### src/include/des_consts.svh
`ifndef DES_CONSTS_SVH
`define DES_CONSTS_SVH

// des widths.
`define DES_BLOCK_W   64
`define DES_HALF_W    32
`define DES_SUBKEY_W  48
`define DES_CD_W      28
`define DES_ROUNDS    16

// apb register map, byte offsets.
`define DES_ADDR_KEY_HI     8'h00
`define DES_ADDR_KEY_LO     8'h04
`define DES_ADDR_CIPHER_HI  8'h08
`define DES_ADDR_CIPHER_LO  8'h0C
`define DES_ADDR_CTRL       8'h10
`define DES_ADDR_STATUS     8'h14
`define DES_ADDR_MSG_HI     8'h18
`define DES_ADDR_MSG_LO     8'h1C

`endif

### src/verilog/des_pkg.sv
`include "des_consts.svh"

package des_pkg;

  typedef logic [`DES_BLOCK_W-1:0]  block_t;
  typedef logic [`DES_HALF_W-1:0]   half_t;
  typedef logic [`DES_SUBKEY_W-1:0] subkey_t;
  typedef logic [`DES_CD_W-1:0]     cd_t;
  typedef logic [3:0]               round_t;

  // tables count bits from 1 at the msb.
  localparam byte unsigned IP_TAB [64] = '{
    58, 50, 42, 34, 26, 18, 10, 2, 60, 52, 44, 36, 28, 20, 12, 4,
    62, 54, 46, 38, 30, 22, 14, 6, 64, 56, 48, 40, 32, 24, 16, 8,
    57, 49, 41, 33, 25, 17, 9, 1, 59, 51, 43, 35, 27, 19, 11, 3,
    61, 53, 45, 37, 29, 21, 13, 5, 63, 55, 47, 39, 31, 23, 15, 7
  };

  localparam byte unsigned E_TAB [48] = '{
    32, 1, 2, 3, 4, 5, 4, 5, 6, 7, 8, 9, 8, 9, 10, 11,
    12, 13, 12, 13, 14, 15, 16, 17, 16, 17, 18, 19, 20, 21, 20, 21,
    22, 23, 24, 25, 24, 25, 26, 27, 28, 29, 28, 29, 30, 31, 32, 1
  };

  localparam byte unsigned P_TAB [32] = '{
    16, 7, 20, 21, 29, 12, 28, 17, 1, 15, 23, 26, 5, 18, 31, 10,
    2, 8, 24, 14, 32, 27, 3, 9, 19, 13, 30, 6, 22, 11, 4, 25
  };

  // parity bits 8, 16 .. 64 never appear.
  localparam byte unsigned PC1_TAB [56] = '{
    57, 49, 41, 33, 25, 17, 9, 1, 58, 50, 42, 34, 26, 18,
    10, 2, 59, 51, 43, 35, 27, 19, 11, 3, 60, 52, 44, 36,
    63, 55, 47, 39, 31, 23, 15, 7, 62, 54, 46, 38, 30, 22,
    14, 6, 61, 53, 45, 37, 29, 21, 13, 5, 28, 20, 12, 4
  };

  localparam byte unsigned PC2_TAB [48] = '{
    14, 17, 11, 24, 1, 5, 3, 28, 15, 6, 21, 10, 23, 19, 12, 4,
    26, 8, 16, 7, 27, 20, 13, 2, 41, 52, 31, 37, 47, 55, 30, 40,
    51, 45, 33, 48, 44, 49, 39, 56, 34, 53, 46, 42, 50, 36, 29, 32
  };

  function automatic block_t perm_ip(input block_t din);
    block_t dout;
    for (int i = 0; i < 64; i++)
      dout[63-i] = din[64-IP_TAB[i]];
    return dout;
  endfunction

  // scatter back through the ip table.
  function automatic block_t perm_ip_inv(input block_t din);
    block_t dout;
    for (int i = 0; i < 64; i++)
      dout[64-IP_TAB[i]] = din[63-i];
    return dout;
  endfunction

  function automatic subkey_t perm_e(input half_t din);
    subkey_t dout;
    for (int i = 0; i < 48; i++)
      dout[47-i] = din[32-E_TAB[i]];
    return dout;
  endfunction

  function automatic half_t perm_p(input half_t din);
    half_t dout;
    for (int i = 0; i < 32; i++)
      dout[31-i] = din[32-P_TAB[i]];
    return dout;
  endfunction

  // returns {c, d}.
  function automatic logic [2*`DES_CD_W-1:0] perm_pc1(input block_t key);
    logic [2*`DES_CD_W-1:0] dout;
    for (int i = 0; i < 56; i++)
      dout[55-i] = key[64-PC1_TAB[i]];
    return dout;
  endfunction

  function automatic subkey_t perm_pc2(input cd_t c, input cd_t d);
    logic [2*`DES_CD_W-1:0] cd;
    subkey_t dout;
    cd = {c, d};
    for (int i = 0; i < 48; i++)
      dout[47-i] = cd[56-PC2_TAB[i]];
    return dout;
  endfunction

endpackage

### src/verilog/des_job_if.sv
interface des_job_if;
  import des_pkg::*;

  block_t key;
  block_t cipher;
  logic   start;   // one cycle, only while idle.
  logic   busy;
  logic   done;    // one cycle, message valid.
  block_t message;

  modport regs (
    output key,
    output cipher,
    output start,
    input  busy,
    input  done,
    input  message
  );

  modport core (
    input  key,
    input  cipher,
    input  start,
    output busy,
    output done,
    output message
  );
endinterface

### src/verilog/des_sbox.sv
`include "des_consts.svh"

module des_sbox (
  input  des_pkg::subkey_t mixed,
  output des_pkg::half_t   substituted
);

  // one entry per box, rows 0..3 from the msb, 16 nibbles a row.
  localparam logic [255:0] SBOX_TAB [8] = '{
    {64'hE4D12FB83A6C5907, 64'h0F74E2D1A6CB9538,
     64'h41E8D62BFC973A50, 64'hFC8249175B3EA06D},
    {64'hF18E6B34972DC05A, 64'h3D47F28EC01A69B5,
     64'h0E7BA4D158C6932F, 64'hD8A13F42B67C05E9},
    {64'hA09E63F51DC7B428, 64'hD70934A6285ECBF1,
     64'hD6498F30B12C5AE7, 64'h1AD069874FE3B52C},
    {64'h7DE3069A1285BC4F, 64'hD8B56F03472C1AE9,
     64'hA690CB7DF13E5284, 64'h3F06A1D8945BC72E},
    {64'h2C417AB6853FD0E9, 64'hEB2C47D150FA3986,
     64'h421BAD78F9C5630E, 64'hB8C71E2D6F09A453},
    {64'hC1AF92680D34E75B, 64'hAF427C9561DE0B38,
     64'h9EF528C3704A1DB6, 64'h432C95FABE17608D},
    {64'h4B2EF08D3C975A61, 64'hD0B7491AE35C2F86,
     64'h14BDC37EAF680592, 64'h6BD814A7950FE23C},
    {64'hD2846FB1A93E50C7, 64'h1FD8A374C56B0E92,
     64'h7B419CE206ADF358, 64'h21E74A8DFC90356B}
  };

  always_comb
  begin
    logic [5:0] grp;
    logic [5:0] idx;
    for (int i = 0; i < 8; i++)
    begin
      grp = mixed[`DES_SUBKEY_W-1-6*i -: 6];
      idx = {grp[5], grp[0], grp[4:1]};  // row from outer bits.
      substituted[`DES_HALF_W-1-4*i -: 4] = SBOX_TAB[i][255-4*idx -: 4];
    end
  end

endmodule

### src/verilog/des_key_schedule.sv
`include "des_consts.svh"

module des_key_schedule (
  input  logic             pclk,
  input  logic             rst_n,
  input  des_pkg::block_t  key,
  input  logic             load,
  input  logic             step,
  output des_pkg::subkey_t subkey
);
  import des_pkg::*;

  cd_t    c_q;
  cd_t    d_q;
  round_t cnt_q;
  logic [2*`DES_CD_W-1:0] cd_init;
  logic   single;

  assign cd_init = perm_pc1(key);

  // after rounds 1, 8 and 15.
  assign single = (cnt_q == 4'd0) || (cnt_q == 4'd7) || (cnt_q == 4'd14);

  // c16/d16 equal c0/d0, so k16 comes out first.
  assign subkey = perm_pc2(c_q, d_q);

  always_ff @(posedge pclk)
  begin
    if (!rst_n)
      cnt_q <= '0;
    else if (load)
      cnt_q <= '0;
    else if (step)
      cnt_q <= cnt_q + 4'd1;
  end

  always_ff @(posedge pclk)
  begin
    if (load)
    begin
      c_q <= cd_init[2*`DES_CD_W-1:`DES_CD_W];
      d_q <= cd_init[`DES_CD_W-1:0];
    end
    else if (step)
    begin
      c_q <= single ? {c_q[0], c_q[`DES_CD_W-1:1]} : {c_q[1:0], c_q[`DES_CD_W-1:2]};
      d_q <= single ? {d_q[0], d_q[`DES_CD_W-1:1]} : {d_q[1:0], d_q[`DES_CD_W-1:2]};
    end
  end

  // the engine never loads mid job.
  a_load_step: assert property (@(posedge pclk) disable iff (!rst_n) !(load && step));

endmodule

### src/verilog/des_round_engine.sv
`include "des_consts.svh"

module des_round_engine (
  input logic     pclk,
  input logic     rst_n,
  des_job_if.core job
);
  import des_pkg::*;

  half_t   l_q;
  half_t   r_q;
  round_t  rnd_q;
  logic    busy_q;
  logic    last;
  subkey_t subkey;
  subkey_t mixed;
  half_t   sbox_out;
  half_t   r_next;
  block_t  ip_out;

  des_key_schedule u_key_schedule (
    .pclk   (pclk),
    .rst_n  (rst_n),
    .key    (job.key),
    .load   (job.start),
    .step   (busy_q),
    .subkey (subkey)
  );

  des_sbox u_sbox (
    .mixed       (mixed),
    .substituted (sbox_out)
  );

  assign ip_out = perm_ip(job.cipher);
  assign mixed  = perm_e(r_q) ^ subkey;
  assign r_next = l_q ^ perm_p(sbox_out);
  assign last   = busy_q && (rnd_q == round_t'(`DES_ROUNDS - 1));

  always_ff @(posedge pclk)
  begin
    if (!rst_n)
    begin
      busy_q <= 1'b0;
      rnd_q  <= '0;
    end
    else if (job.start)
    begin
      busy_q <= 1'b1;
      rnd_q  <= '0;
    end
    else if (busy_q)
    begin
      rnd_q <= rnd_q + 4'd1;  // wraps to 0 after round 16.
      if (last)
        busy_q <= 1'b0;
    end
  end

  always_ff @(posedge pclk)
  begin
    if (job.start)
      {l_q, r_q} <= ip_out;
    else if (busy_q)
    begin
      l_q <= r_q;
      r_q <= r_next;
    end
  end

  // round 16 result goes straight out, halves swapped.
  assign job.busy    = busy_q;
  assign job.done    = last;
  assign job.message = perm_ip_inv({r_next, r_q});

  a_start_idle: assert property (@(posedge pclk) disable iff (!rst_n)
    job.start |-> !busy_q);

  // sixteen busy cycles, the counter never runs past 15.
  a_busy_len: assert property (@(posedge pclk) disable iff (!rst_n)
    $rose(busy_q) |-> busy_q [*16] ##1 !busy_q);

endmodule

### src/verilog/des_apb_regs.sv
`include "des_consts.svh"

module des_apb_regs (
  input  logic        pclk,
  input  logic        rst_n,
  input  logic        psel,
  input  logic        penable,
  input  logic        pwrite,
  input  logic [7:0]  paddr,
  input  logic [31:0] pwdata,
  output logic [31:0] prdata,
  output logic        pready,
  output logic        pslverr,
  des_job_if.regs     job
);
  import des_pkg::*;

  block_t key_q;
  block_t cipher_q;
  block_t msg_q;
  logic   start_q;
  logic   done_q;
  logic   access;
  logic   busy_any;
  logic   mapped;
  logic   writable;
  logic   wr_ok;

  assign access   = psel && penable;
  assign busy_any = job.busy || start_q;  // busy from the cycle after the start write.
  assign pready   = 1'b1;

  always_comb
  begin
    mapped = 1'b1;
    prdata = '0;
    case (paddr)
      `DES_ADDR_KEY_HI:    prdata = key_q[63:32];
      `DES_ADDR_KEY_LO:    prdata = key_q[31:0];
      `DES_ADDR_CIPHER_HI: prdata = cipher_q[63:32];
      `DES_ADDR_CIPHER_LO: prdata = cipher_q[31:0];
      `DES_ADDR_CTRL:      prdata = '0;  // reads as 0.
      `DES_ADDR_STATUS:    prdata = {30'd0, done_q, busy_any};
      `DES_ADDR_MSG_HI:    prdata = msg_q[63:32];
      `DES_ADDR_MSG_LO:    prdata = msg_q[31:0];
      default:             mapped = 1'b0;
    endcase
  end

  // only key, cipher and ctrl take writes.
  assign writable = (paddr == `DES_ADDR_KEY_HI) || (paddr == `DES_ADDR_KEY_LO) ||
                    (paddr == `DES_ADDR_CIPHER_HI) || (paddr == `DES_ADDR_CIPHER_LO) ||
                    (paddr == `DES_ADDR_CTRL);

  assign pslverr = access && (!mapped || (pwrite && (!writable || busy_any)));
  assign wr_ok   = access && pwrite && !pslverr;

  always_ff @(posedge pclk)
  begin
    if (!rst_n)
    begin
      key_q    <= '0;
      cipher_q <= '0;
      msg_q    <= '0;
      start_q  <= 1'b0;
      done_q   <= 1'b0;
    end
    else
    begin
      start_q <= 1'b0;
      if (job.done)
      begin
        msg_q  <= job.message;
        done_q <= 1'b1;
      end
      if (wr_ok)
      begin
        case (paddr)
          `DES_ADDR_KEY_HI:    key_q[63:32]    <= pwdata;
          `DES_ADDR_KEY_LO:    key_q[31:0]     <= pwdata;
          `DES_ADDR_CIPHER_HI: cipher_q[63:32] <= pwdata;
          `DES_ADDR_CIPHER_LO: cipher_q[31:0]  <= pwdata;
          `DES_ADDR_CTRL:
            if (pwdata[0])
            begin
              start_q <= 1'b1;
              done_q  <= 1'b0;
            end
          default: ;
        endcase
      end
    end
  end

  assign job.key    = key_q;
  assign job.cipher = cipher_q;
  assign job.start  = start_q;

  a_err_access: assert property (@(posedge pclk) disable iff (!rst_n)
    pslverr |-> psel && penable);

endmodule

### src/verilog/des_decrypt_top.sv
module des_decrypt_top (
  input  logic        pclk,
  input  logic        rst_n,
  input  logic        psel,
  input  logic        penable,
  input  logic        pwrite,
  input  logic [7:0]  paddr,
  input  logic [31:0] pwdata,
  output logic [31:0] prdata,
  output logic        pready,
  output logic        pslverr
);

  des_job_if job ();

  des_apb_regs u_apb_regs (
    .pclk    (pclk),
    .rst_n   (rst_n),
    .psel    (psel),
    .penable (penable),
    .pwrite  (pwrite),
    .paddr   (paddr),
    .pwdata  (pwdata),
    .prdata  (prdata),
    .pready  (pready),
    .pslverr (pslverr),
    .job     (job.regs)
  );

  // one round per clock.
  des_round_engine u_round_engine (
    .pclk  (pclk),
    .rst_n (rst_n),
    .job   (job.core)
  );

endmodule

### config.mk
export PLATFORM = sky130hd
export DESIGN_NAME = des_decrypt_top
export DESIGN_NICKNAME = d
export VERILOG_FILES = /design/src/verilog/des_pkg.sv /design/src/verilog/des_job_if.sv /design/src/verilog/des_sbox.sv /design/src/verilog/des_key_schedule.sv /design/src/verilog/des_round_engine.sv /design/src/verilog/des_apb_regs.sv /design/src/verilog/des_decrypt_top.sv
export VERILOG_INCLUDE_DIRS = /design/src /design/src/include
export SDC_FILE = /design/constraint.sdc
export NUM_CORES = 1
export LEC_CHECK = 0
export BUFFER_PORTS_ARGS = -buffer_cell sky130_fd_sc_hd__buf_4
export CAP_MARGIN = 20
export CORE_ASPECT_RATIO = 0.9
export CORE_UTILIZATION = 50
export CTS_CLUSTER_DIAMETER = 50
export DETAILED_ROUTE_END_ITERATION = 8
export MAX_ROUTING_LAYER = met4
export PLACE_DENSITY_LB_ADDON = 0.1
export SYNTH_ARGS = -nofsm -noshare
export SYNTH_HDL_FRONTEND = slang
export SYNTH_SLANG_ARGS = --single-unit
### constraint.sdc
create_clock -name pclk -period 6.06 [get_ports pclk]
set_clock_uncertainty 0.2 [all_clocks]
set_input_delay 1.212 -clock pclk [delete_from_list [all_inputs] [get_ports pclk]]
set_output_delay 1.212 -clock pclk [all_outputs]
set_load 0.01 [all_outputs]
# Yosys cells after proc, flatten, opt, wreduce, memory -nomap -nowiden
# Index checks and enable logic that the tools add are counted.
classes:
  n_bitwise: 3
  n_reduce_logical: 28
  eq_ne: 10
  n_mux: 20
  shifts: 8
  addsub: 10
op_table:
  columns: ["op", "n"]
  rows:
  - ["indexed part select 259 x 33 -> 4 bit (first input constant)", 8]
  - ["case mux 32 bit (7 select lines)", 1]
  - ["2-to-1 mux 28 bit", 6]
  - ["2-to-1 mux 32 bit", 4]
  - ["subtractor 8 x 8 -> 9 bit (first input constant)", 8]
  - ["XOR 48 bit", 1]
  - ["== test 8 x 5 -> 1 bit (second input constant)", 4]
  - ["XOR 32 bit", 1]
  - ["== test 8 x 4 -> 1 bit (second input constant)", 2]
  - ["logical OR 1 bit", 9]
  - ["2-to-1 mux 1 bit", 9]
  - ["adder 4 x 1 -> 4 bit (second input constant)", 2]
  - ["== test 4 bit (second input constant)", 2]
  - ["== test 8 x 3 -> 1 bit (second input constant)", 1]
  - ["zero test 8 bit", 1]
  - ["AND reduction 2 bit", 4]
  - ["OR reduction 8 bit", 1]
  - ["logical AND 1 bit", 6]
  - ["== test 4 x 3 -> 1 bit (second input constant)", 1]
  - ["zero test 4 bit", 1]
  - ["zero test 1 bit", 3]
  - ["AND reduction 3 bit", 1]
  - ["nonzero test 2 bit", 1]
  - ["OR reduction 2 bit", 1]
  - ["NOT 1 bit", 1]
word_totals:
  word_cells: 93
  in_bits: 45
  register_bits: 323
  out_inout_bits: 34

# Longest topological paths before layout
# Gate-level depths: netlist of run 1.
depth:
  depth_word: 13
  mapped_depth: 10
  ltp_nobuf: 10

# Hierarchy
# From an unflattened synthesis of run 1, not the netlist that was laid out.
hier_totals:
  hier_cells: 2294
  hier_area_um2: 21149.0
by_module_without_submodules:
  columns: ["mod", "n_inst", "seq_area_each_um2", "area_per_inst_um2", "cells_per_inst"]
  rows:
  - ["des_apb_regs", 1, 3883.7, 8390.5, 905]
  - ["des_sbox", 1, 0.0, 4752.1, 702]
  - ["des_key_schedule", 1, 1761.7, 4370.4, 448]
  - ["des_round_engine", 1, 2021.9, 3636.0, 239]

# Worst setup path after synthesis of run 1
# Ideal clock, no wire load.
synth_timing:
  path_type: "register to output"
  startpoint: "reg u_apb_regs.start_q (netlist: u_apb_regs.job.start)"
  endpoint: "out pslverr"
  t_arrival_ps: 3679
  required_ps: 4648
  n_path_buf: 0
  path_stages_with_launch: 5
  slack_ps: 969
  cell_sequence: "dfxtp_1 or2_1 nand2b_1 a21oi_1 nor2_1"
synth_between:
  elab_chain_len: 5
synth_rtl:
  columns: ["element", "line_no", "text"]
  rows:
  - ["from (decl)", "des_apb_regs.sv:21", "logic start_q;"]
  - ["from (signal assigned)", "des_apb_regs.sv:65", "start_q <= 1'b0;"]
  - ["from (signal assigned)", "des_apb_regs.sv:70", "start_q <= 1'b0;"]
  - ["from (signal assigned)", "des_apb_regs.sv:86", "start_q <= 1'b1;"]
  - ["logical OR 1 bit", "des_apb_regs.sv:30", "assign busy_any = job.busy || start_q;"]
  - ["named net u_apb_regs.busy_any", "des_apb_regs.sv:24", "logic busy_any;"]
  - ["logical OR 1 bit", "des_apb_regs.sv:55", "assign pslverr = access && (!mapped || (pwrite && (!writable || busy_any)));"]
  - ["logical AND 1 bit", "des_apb_regs.sv:55", null]
  - ["logical OR 1 bit", "des_apb_regs.sv:55", null]
  - ["logical AND 1 bit", "des_apb_regs.sv:55", null]
  - ["to (decl)", "des_decrypt_top.sv:11", "output logic pslverr"]
# The timed path passes the listed nets, and every way through them passes these cells.

# Worst setup path after layout of run 1
layout_timing:
  startpoint: "in paddr[1]"
  endpoint: "out prdata[19]"
layout_between:
  elab_chain_len: 2
  elab_cells_between_ends: 8
  cone_classes: "eq/ne (6); mux (1); reduce/logical (1)"
layout_rtl:
  columns: ["element", "line_no", "text"]
  rows:
  - ["from (decl)", "des_decrypt_top.sv:7", "input logic [7:0] paddr,"]
  - ["== test 8 x 5 -> 1 bit (tied with other cells)", "des_apb_regs.sv:37", "case (paddr)"]
  - ["case mux 32 bit (7 select lines) (*)", "des_apb_regs.sv:37", null]
  - ["to (decl)", "des_decrypt_top.sv:9", "output logic [31:0] prdata,"]
# Mark *: on every way between the ends. The rest lies on a longest branch, timed or not.

==> reports/qor.csv, run 1 <==
stage;metric;value;unit
floorplanning;row_count;67;
routing;drt-vias-per-instance;6.44;
routing;routedWlPerCell;24.0;um
floorplanning;initial_utilization;51.2;%
synth;synth-seq-cells;323;
flow_run;maxCapViolCount;0;
routing;wl;65100;um
pwr;p_leak;7.66;nW
worst_setup_path;critPathArrivalTime;3290;ps
sta;tns;0;ps
cells_and_area;finish.instance_area;21400;sq um
cells_and_area;fin_nets;2315;
routing;firstDrtPassIters;6;
clocking;clock-sinks;323;
synth;synth_cell_type_count;69;
sta;slew_viol_final;0;
pwr;power_density;209;nW/um^2
routing;drc;0;
place;dp_slack;1450;ps
sta;min_period;4700;ps
worst_setup_path;rrSetupSlack;1680;ps
floorplanning;die_w;209;um
sta;timing.final.ws_setup;1360;ps
run_status;outcome;finished, final reports clean;
synth;synth_area_per_cell;8.72;sq um
pwr;p_comb_share;1.7;%
grt;grt_pass1_wl;99200;um
worst_setup_path;path_class;input pin to output port;
place;io_buffers;77;
synth;synthCells;2211;
synth;synthArstFlopShare;0;%
cells_and_area;instances_no_fill;2716;
routing;ant_nets;0;
hold_path;min_from;u_apb_regs.job.key[24];
clocking;clk_path_buf_depth;3;
hold_path;hold_path_class;flop to flop;
pwr;power_frac_seq;50.1;%
hold_path;hold-path-endpoint;u_apb_regs.job.key[24];
grt;antenna_found_initial;1;
worst_setup_path;timing.rr.end;u_round_engine.r_q[1];
cells_and_area;synthToLayoutAreaGrowth;10.8;%
synth;ys_seq_area_share;39.8;%
synth;syn_nets;2321;
synth;post-synth-top-area-cell;dfxtp_1;
sta;max_clock_freq;0.213;GHz
clocking;clockRootBuffer;clkbuf_16;
worst_setup_path;worstPathMaxFanout;21;
worst_setup_path;critPathLaunchType;input pin;
place;globalplace.congestion;0.936;
synth;yosys.area.top_type_share;21.1;%
grt;grt_max_degree;96;
pwr;p_sw_share;21.6;%
synth;synth_ff_type;dfxtp_1;
floorplanning;core;37600;sq um
sta;rsz0062_at_grt;no;
clocking;clk_latency;550;ps
synth;yosys_warnings;0;
routing;drtIter0Drc;2214;
synth;synthTopCellsByArea;dfxtp_1, edfxtp_1, nand2_1, a21oi_1, mux2i_1;
sta;tightest_slew;1080;ps
clocking;htree_levels;2;
grt;grt_pass1_vias;16300;
pwr;max-vdd-ir-drop;0.000211;V
synth;netlist_area;19300;sq um
worst_setup_path;r2r-start;u_round_engine.r_q[29];
place;place_hpwl;43700;um
clocking;ctsResizeCount;0;
grt;grt.overflow.total;0;
sta;slew_headroom;28.2;%
synth;synth_edf_count;120;
floorplanning;num_io_pins;79;
pwr;intPower;3.50;mW
floorplanning;dieArea;39300;sq um
clocking;numCtsBuffers;35;
hold_path;holdPathStages;2;
worst_setup_path;cp.required;4650;ps
clocking;cts_tree;yes;
sta;report.final.setup_viol;0;
pwr;switchingPower;0.961;mW
floorplanning;die_h;188;um
sta;fin_crit_sh;77.5;%
pwr;pwr-share-clk;48.2;%
worst_setup_path;end_kind;output port;
cells_and_area;drive_gt1_share;12.2;%
grt;grtUsageTotal;33.8;%
place;dp_cells;2648;
clocking;cts_hold_buf;0;
clocking;clk_pin_slew_worst_paths;50;ps
worst_setup_path;reg2reg_depth;10;
place;postPlaceCellArea;20200;sq um
sta;hold_violations;0;
clocking;cts_setup_buffers;0;
routing;route.vias.total;17500;
flip-flops by register name (all words and copies together), names as in the netlist, 4 cells and up:
register / flops
u_apb_regs.job.key: 64
u_round_engine.u_key_schedule.d_q: 28
u_round_engine.u_key_schedule.c_q: 28
u_round_engine.r_q: 32
u_round_engine.u_key_schedule.cnt_q: 4
u_round_engine.l_q: 32
u_apb_regs.msg_q: 64
u_apb_regs.job.cipher: 64
u_round_engine.rnd_q: 4
per-layer routing:
layer	wire, um	track usage (%)
met1	28200	46.9
met2	27300	47.3
met3	7190	7.92
met4	2420	13.1
met5	0	-
synth_stat cells (all sizes together), types with 24 or more instances:
cell type and instances:
nand2 481, a21oi 207, dfxtp 203, o21ai 128, clkbuf 122, edfxtp 120
a22oi 97, mux2i 89, nor2 73, xor2 73, xnor2 66, ha 65
nand3 60, nor3 53, mux2 48, buf 38, inv 37, a211oi 28
o211ai 24
power by group through the flow:
stage	sequential, mW	combinational (mW)	clock (mW)
CTS	2.23	0.0741	2.17
floorplan	2.28	0.0256	0
finish	2.23	0.0759	2.15
global placement	2.28	0.0741	0
detailed placement	2.28	0.0740	0
global route	2.23	0.0794	2.26
area by class of cell:
type                            instances  area (sq um)
Antenna cell                            1          2.50
Sequential cell                       323          7670
Timing Repair Buffer                  117           928
Tap cell                              483           604
Clock inverter                          6          53.8
Inverter                               39           149
Multi-Input combinational cell       1689         10900
Clock buffer                           58          1090
Fill cell                            3431         16300
worst max path at each step:
stage | endpoint | cells after the start | start
final | prdata[19] | 9 | paddr[1]
after global routing | prdata[31] | 9 | paddr[1]
after CTS | prdata[31] | 9 | paddr[1]
after detailed placement | prdata[31] | 9 | paddr[1]
after global placement | prdata[18] | 10 | paddr[1]
after floorplan | pslverr | 4 | u_apb_regs.job.start
cells by family (layout without fill, tap and decap cells):
family	after synthesis	after routing	synth area share (%)
simple gates	723	723	15.6
compound gates	605	605	19.7
flops	323	323	39.8
buf+inv	199	220	4.13
mux	156	156	9.67
xor+xnor	139	139	6.90
fa+ha+maj	65	65	4.22
other cells	1	2	0.0195
cell usage in the layout, fill, tap and decap left out, types with 5 or more instances in the layout:
cell / synthesis / layout
nand2_1: 481 / 481
a21oi_1: 207 / 207
dfxtp_1: 203 / 202
edfxtp_1: 120 / 120
o21ai_0: 116 / 116
buf_4: 3 / 113
a22oi_1: 97 / 97
mux2i_1: 89 / 89
nor2_1: 73 / 71
ha_1: 65 / 65
xor2_1: 64 / 64
nand3_1: 60 / 60
xnor2_1: 60 / 59
nor3_1: 53 / 52
mux2_2: 47 / 47
clkbuf_16: 0 / 40
inv_1: 33 / 33
a211oi_1: 28 / 28
o211ai_1: 24 / 24
mux4_2: 18 / 18
a31oi_1: 16 / 16
clkbuf_1: 122 / 16
o21ai_1: 12 / 12
o22ai_1: 12 / 12
nand4_1: 12 / 12
a2111oi_0: 11 / 11
o2111ai_1: 11 / 11
o221ai_1: 10 / 10
xor2_2: 9 / 9
and3_1: 10 / 9
o21ba_2: 9 / 9
or3_1: 8 / 8
and2_1: 5 / 7
xnor2_2: 6 / 7
a311oi_1: 7 / 7
nand2b_1: 6 / 6
o311ai_0: 5 / 5
o31ai_1: 5 / 5
critical path: stages:
cell     delay (ps)
buf_4           110
nor3_1          190
nand2_1         200
nor2_1          210
and2_1          650
buf_12          270
a22oi_1          90
nand3_1         180
buf_4           150
metrics by stage:
stage | hold WS [ps] | total power, mW | util [%]
6_report | 250 | 4.46 | 56.7
5_1_grt | 271 | 4.57 | 56.7
4_1_cts | 250 | 4.48 | 56.7
3_5_place_dp | 244 | 2.35 | 53.6
3_3_place_gp | 237 | 2.35 | 53.6
2_1_floorplan | 232 | 2.31 | -
No activity file was read; power rests on OpenSTA's default activity.
==> run 2, diff against run 1 <==
--- a/config.mk
+++ b/config.mk
@@ -6,6 +6,7 @@
 export SDC_FILE = /design/constraint.sdc
 export NUM_CORES = 1
 export LEC_CHECK = 0
+export ABC_AREA = 1
 export BUFFER_PORTS_ARGS = -buffer_cell sky130_fd_sc_hd__buf_4
 export CAP_MARGIN = 20
 export CORE_ASPECT_RATIO = 0.9
==> constraint.sdc (replaced) <==
create_clock -name pclk -period 3.85 [get_ports pclk]
set_clock_uncertainty 0.2 [all_clocks]
set_input_delay 0.77 -clock pclk [delete_from_list [all_inputs] [get_ports pclk]]
set_output_delay 0.77 -clock pclk [all_outputs]
set_load 0.01 [all_outputs]
==> run 2 against run 1 <==
  * Global-route usage increased by 4.0 points
  * Sequential share of layout area decreased by 1.5 points
  * Synthesized cell count increased by 32%
  * Register-to-register slack got worse by 1100 ps
  * Wire length increased by 16%
  * Combinational power increased by 99%
  * First-iteration DRC count increased by 51%
  * Total power increased by 63%
  * Sequential power increased by 57%
  * Die area increased by 3.6%
  * Sequential cell count unchanged
  * Worst setup slack got worse by 1200 ps
  * Critical path type unchanged
==> reports/qor.csv, run 2 <==
stage;metric;value;unit;change
run_status;outcome;finished, final reports clean;;unchanged
place;postPlaceCellArea;21100;sq um;was 20,200 sq um
routing;firstDrtPassIters;6;;unchanged
routing;wl;75500;um;was 65,100 um
floorplanning;initial_utilization;50.6;%;was 51.2%
cells_and_area;most-common-layout-cells;nand2_1, nand3_1, inv_1, a21oi_1, o21ai_0;;was nand2_1, a21oi_1, dfxtp_1, edfxtp_1, o21ai_0
clocking;clk_latency;530;ps;was 550 ps
sta;report.final.setup_viol;0;;unchanged
synth;synth_ff_type;dfxtp_1;;unchanged
floorplanning;dieArea;40800;sq um;was 39,300 sq um
synth;post-synth-top-area-cell;dfxtp_1;;unchanged
floorplanning;core;39500;sq um;was 37,600 sq um
pwr;intPower;5.70;mW;was 3.50 mW
clocking;htree_levels;2;;unchanged
pwr;max-vdd-ir-drop;0.000380;V;was 0.000211 V
pwr;power_frac_seq;48.4;%;was 50.1%
synth;synthTopCellsByArea;dfxtp_1, edfxtp_1, nand2_1, nand3_1, inv_1;;was dfxtp_1, edfxtp_1, nand2_1, a21oi_1, mux2i_1
pwr;p_comb_share;2.1;%;was 1.7%
cells_and_area;layout_commonest_cell;nand2_1;;unchanged
worst_setup_path;worstPathMaxFanout;12;;was 21
routing;ant_nets;0;;unchanged
synth;synth_cell_type_count;39;;was 69
floorplanning;row_count;69;;was 67
synth;syn_nets;3026;;was 2,321
synth;yosysMostFrequentCell;nand2_1;;unchanged
grt;grt_pass1_wl;111000;um;was 99,200 um
cells_and_area;fin_util;56.5;%;was 56.7%
routing;drc;0;;unchanged
worst_setup_path;critPathArrivalTime;2730;ps;was 3290 ps
clocking;numCtsBuffers;37;;was 35
worst_setup_path;end_kind;output port;;unchanged
sta;tns;0;ps;unchanged
pwr;switchingPower;1.56;mW;was 0.961 mW
hold_path;hold_path_class;flop to flop;;unchanged
worst_setup_path;cp_cell_sequence;buf_4 -> nor2_2 -> inv_2 -> nor2_1 -> buf_4 -> nand2_1 -> o22ai_1 -> a211oi_1 -> o21ai_0 -> buf_4;;was buf_4 -> nor3_1 -> nand2_1 -> nor2_1 -> and2_1 -> buf_12 -> a22oi_1 -> nand3_1 -> buf_4
pwr;p_sw_share;21.5;%;was 21.6%
pwr;power_density;326;nW/um^2;was 209 nW/um^2
clocking;clk_path_buf_depth;3;;unchanged
cells_and_area;finish.instance_area;22300;sq um;was 21,400 sq um
clocking;cts_hold_buf;0;;unchanged
worst_setup_path;r2r-start;u_round_engine.r_q[20];;was u_round_engine.r_q[29]
synth;synth-seq-cells;323;;unchanged
sta;min_period;3700;ps;
worst_setup_path;critPathLaunchType;input pin;;unchanged
worst_setup_path;reg2reg_depth;14;;was 10
worst_setup_path;rrSetupSlack;580;ps;was 1680 ps
routing;drt-vias-per-instance;5.91;;was 6.44
pwr;p_leak;9.76;nW;was 7.66 nW
grt;grt.overflow.total;0;;unchanged
clocking;clock-sinks;323;;unchanged
grt;grt_pass1_vias;17700;;was 16,300
routing;drtIter0Drc;3337;;was 2,214
synth;ys_seq_area_share;38.4;%;was 39.8%
pwr;report.power.total;7.26;mW;was 4.46 mW
clocking;cts_tree;yes;;unchanged
synth;synth_area_per_cell;6.85;sq um;was 8.72 sq um
clocking;cts_setup_buffers;0;;unchanged
synth;synth_common_cells;nand2_1, nand3_1, inv_1;;was nand2_1, a21oi_1, dfxtp_1
floorplanning;die_h;192;um;was 188 um
floorplanning;num_io_pins;79;;unchanged
clocking;ctsResizeCount;0;;unchanged
place;io_buffers;77;;unchanged
grt;antenna_found_initial;2;;was 1
cells_and_area;drive_gt1_share;6.89;%;was 12.2%
synth;netlist_area;20000;sq um;was 19,300 sq um
worst_setup_path;cpPeakStageDelay;320;ps;was 650 ps
cells_and_area;fin_nets;3042;;was 2,315
worst_setup_path;cp-startpoint;paddr[1];;unchanged
routing;routedWlPerCell;21.6;um;was 24.0 um
grt;grtUsageTotal;37.8;%;was 33.8%
sta;max_clock_freq;0.271;GHz;
sta;tightest_slew;969;ps;was 1080 ps
worst_setup_path;path_class;input pin to output port;;unchanged
sta;fin_hold_ws;249;ps;was 250 ps
sta;fin_crit_sh;96.0;%;
worst_setup_path;cp.required;2880;ps;was 4650 ps
cells_and_area;synthToLayoutAreaGrowth;11.7;%;was 10.8%
synth;yosys.area.top_type_share;20.3;%;was 21.1%
sta;rsz0062_at_grt;no;;unchanged
worst_setup_path;timing.rr.end;u_round_engine.r_q[8];;was u_round_engine.r_q[1]
clocking;clk_pin_slew_worst_paths;50;ps;about the same
flow_run;maxCapViolCount;0;;unchanged
clocking;clockRootBuffer;clkbuf_16;;unchanged
hold_path;min_from;u_apb_regs.job.key[24];;unchanged
place;globalplace.congestion;0.979;;was 0.936
worst_setup_path;critPathSlowestCell;nand2_1;;was and2_1
worst_setup_path;cpMostUsedCell;buf_4;;unchanged
floorplanning;die_w;213;um;was 209 um
sta;hold_violations;0;;unchanged
routing;route.vias.total;20600;;was 17,500
synth;synthArstFlopShare;0;%;unchanged
synth;synth_edf_count;120;;unchanged
synth;synthCells;2916;;was 2,211
sta;slew_viol_final;0;;unchanged
place;place_hpwl;56900;um;was 43,700 um
grt;grt_max_degree;121;;was 96
synth;yosys_warnings;0;;unchanged
pwr;pwr-share-clk;49.5;%;was 48.2%
worst_setup_path;crit_end;prdata[22];;was prdata[19]
sta;slew_headroom;34.9;%;was 28.2%
[run 2: cell types whose count changed after synthesis, moves of 43 or more]
cell	before	now
mux2i_1	89	0
mux2_2	47	0
o21ai_0	116	227
nand3_1	60	439
nor3_1	53	4
inv_1	33	373
xor2_1	64	5
xnor2_1	60	17
a22oi_1	97	0
nand2_1	481	822
[run 2: cell type report]
type	count	area, sq um
Antenna cell	2	5.00
Fill cell	3809	17200
Sequential cell	323	7670
Clock inverter	11	93.8
Tap cell	532	666
Timing Repair Buffer	120	976
Multi-Input combinational cell	2063	10300
Inverter	387	1460
Clock buffer	57	1150
[run 2: kinds of logic after synthesis]
| logic type | after synthesis | share of synthesized area (%) |
|---|---|---|
| compound gates | 637 | 18.0 |
| simple gates | 1337 | 28.3 |
| xor+xnor | 23 | 1.05 |
| flops | 323 | 38.4 |
| fa+ha+maj | 65 | 4.07 |
| buf+inv | 530 | 10.2 |
| other cells | 1 | 0.0188 |
[run 2: critical path: cells and delay by family]
| kind | cells | cell delay, ps |
|---|---|---|
| AND/OR/NAND/NOR | 3 | 760 |
| buffers and inverters | 4 | 640 |
| AO/OA/AOI/OAI | 3 | 540 |
[run 2: power groups by stage]
stage	clock network (mW)	registers [mW]	logic, mW
after CTS	3.60	3.51	0.146
after global placement	0	3.59	0.145
after global routing	3.74	3.51	0.161
final	3.60	3.51	0.151
after detailed placement	0	3.59	0.146
after floorplan	0	3.59	0.0611
[run 2: metrics by stage]
stage	setup slack [ps]	instances
3_3_place_gp	316	3425
2_1_floorplan	82.3	2916
4_1_cts	249	3493
6_report	153	3495
3_5_place_dp	260	3425
5_1_grt	84.8	3495
[run 2: per-layer routing]
metal | track usage (%) | vias to the layer above | wire (um)
met5 | - | - | 0
met3 | 8.96 | 85 | 9930
li1 | - | 9738 | -
met4 | 8.36 | 0 | 1510
met2 | 49.8 | 1130 | 30200
met1 | 57.3 | 9689 | 33900
[run 2: worst min-delay path by stage]
stage	end	slack, ps	cells past startpoint
global placement	u_apb_regs.job.key[24]	240	2
CTS	u_apb_regs.job.key[24]	250	2
finish	u_apb_regs.job.key[24]	250	2
detailed placement	u_apb_regs.job.key[24]	240	2
floorplan	u_apb_regs.job.key[24]	220	2
global route	u_apb_regs.job.key[8]	280	2
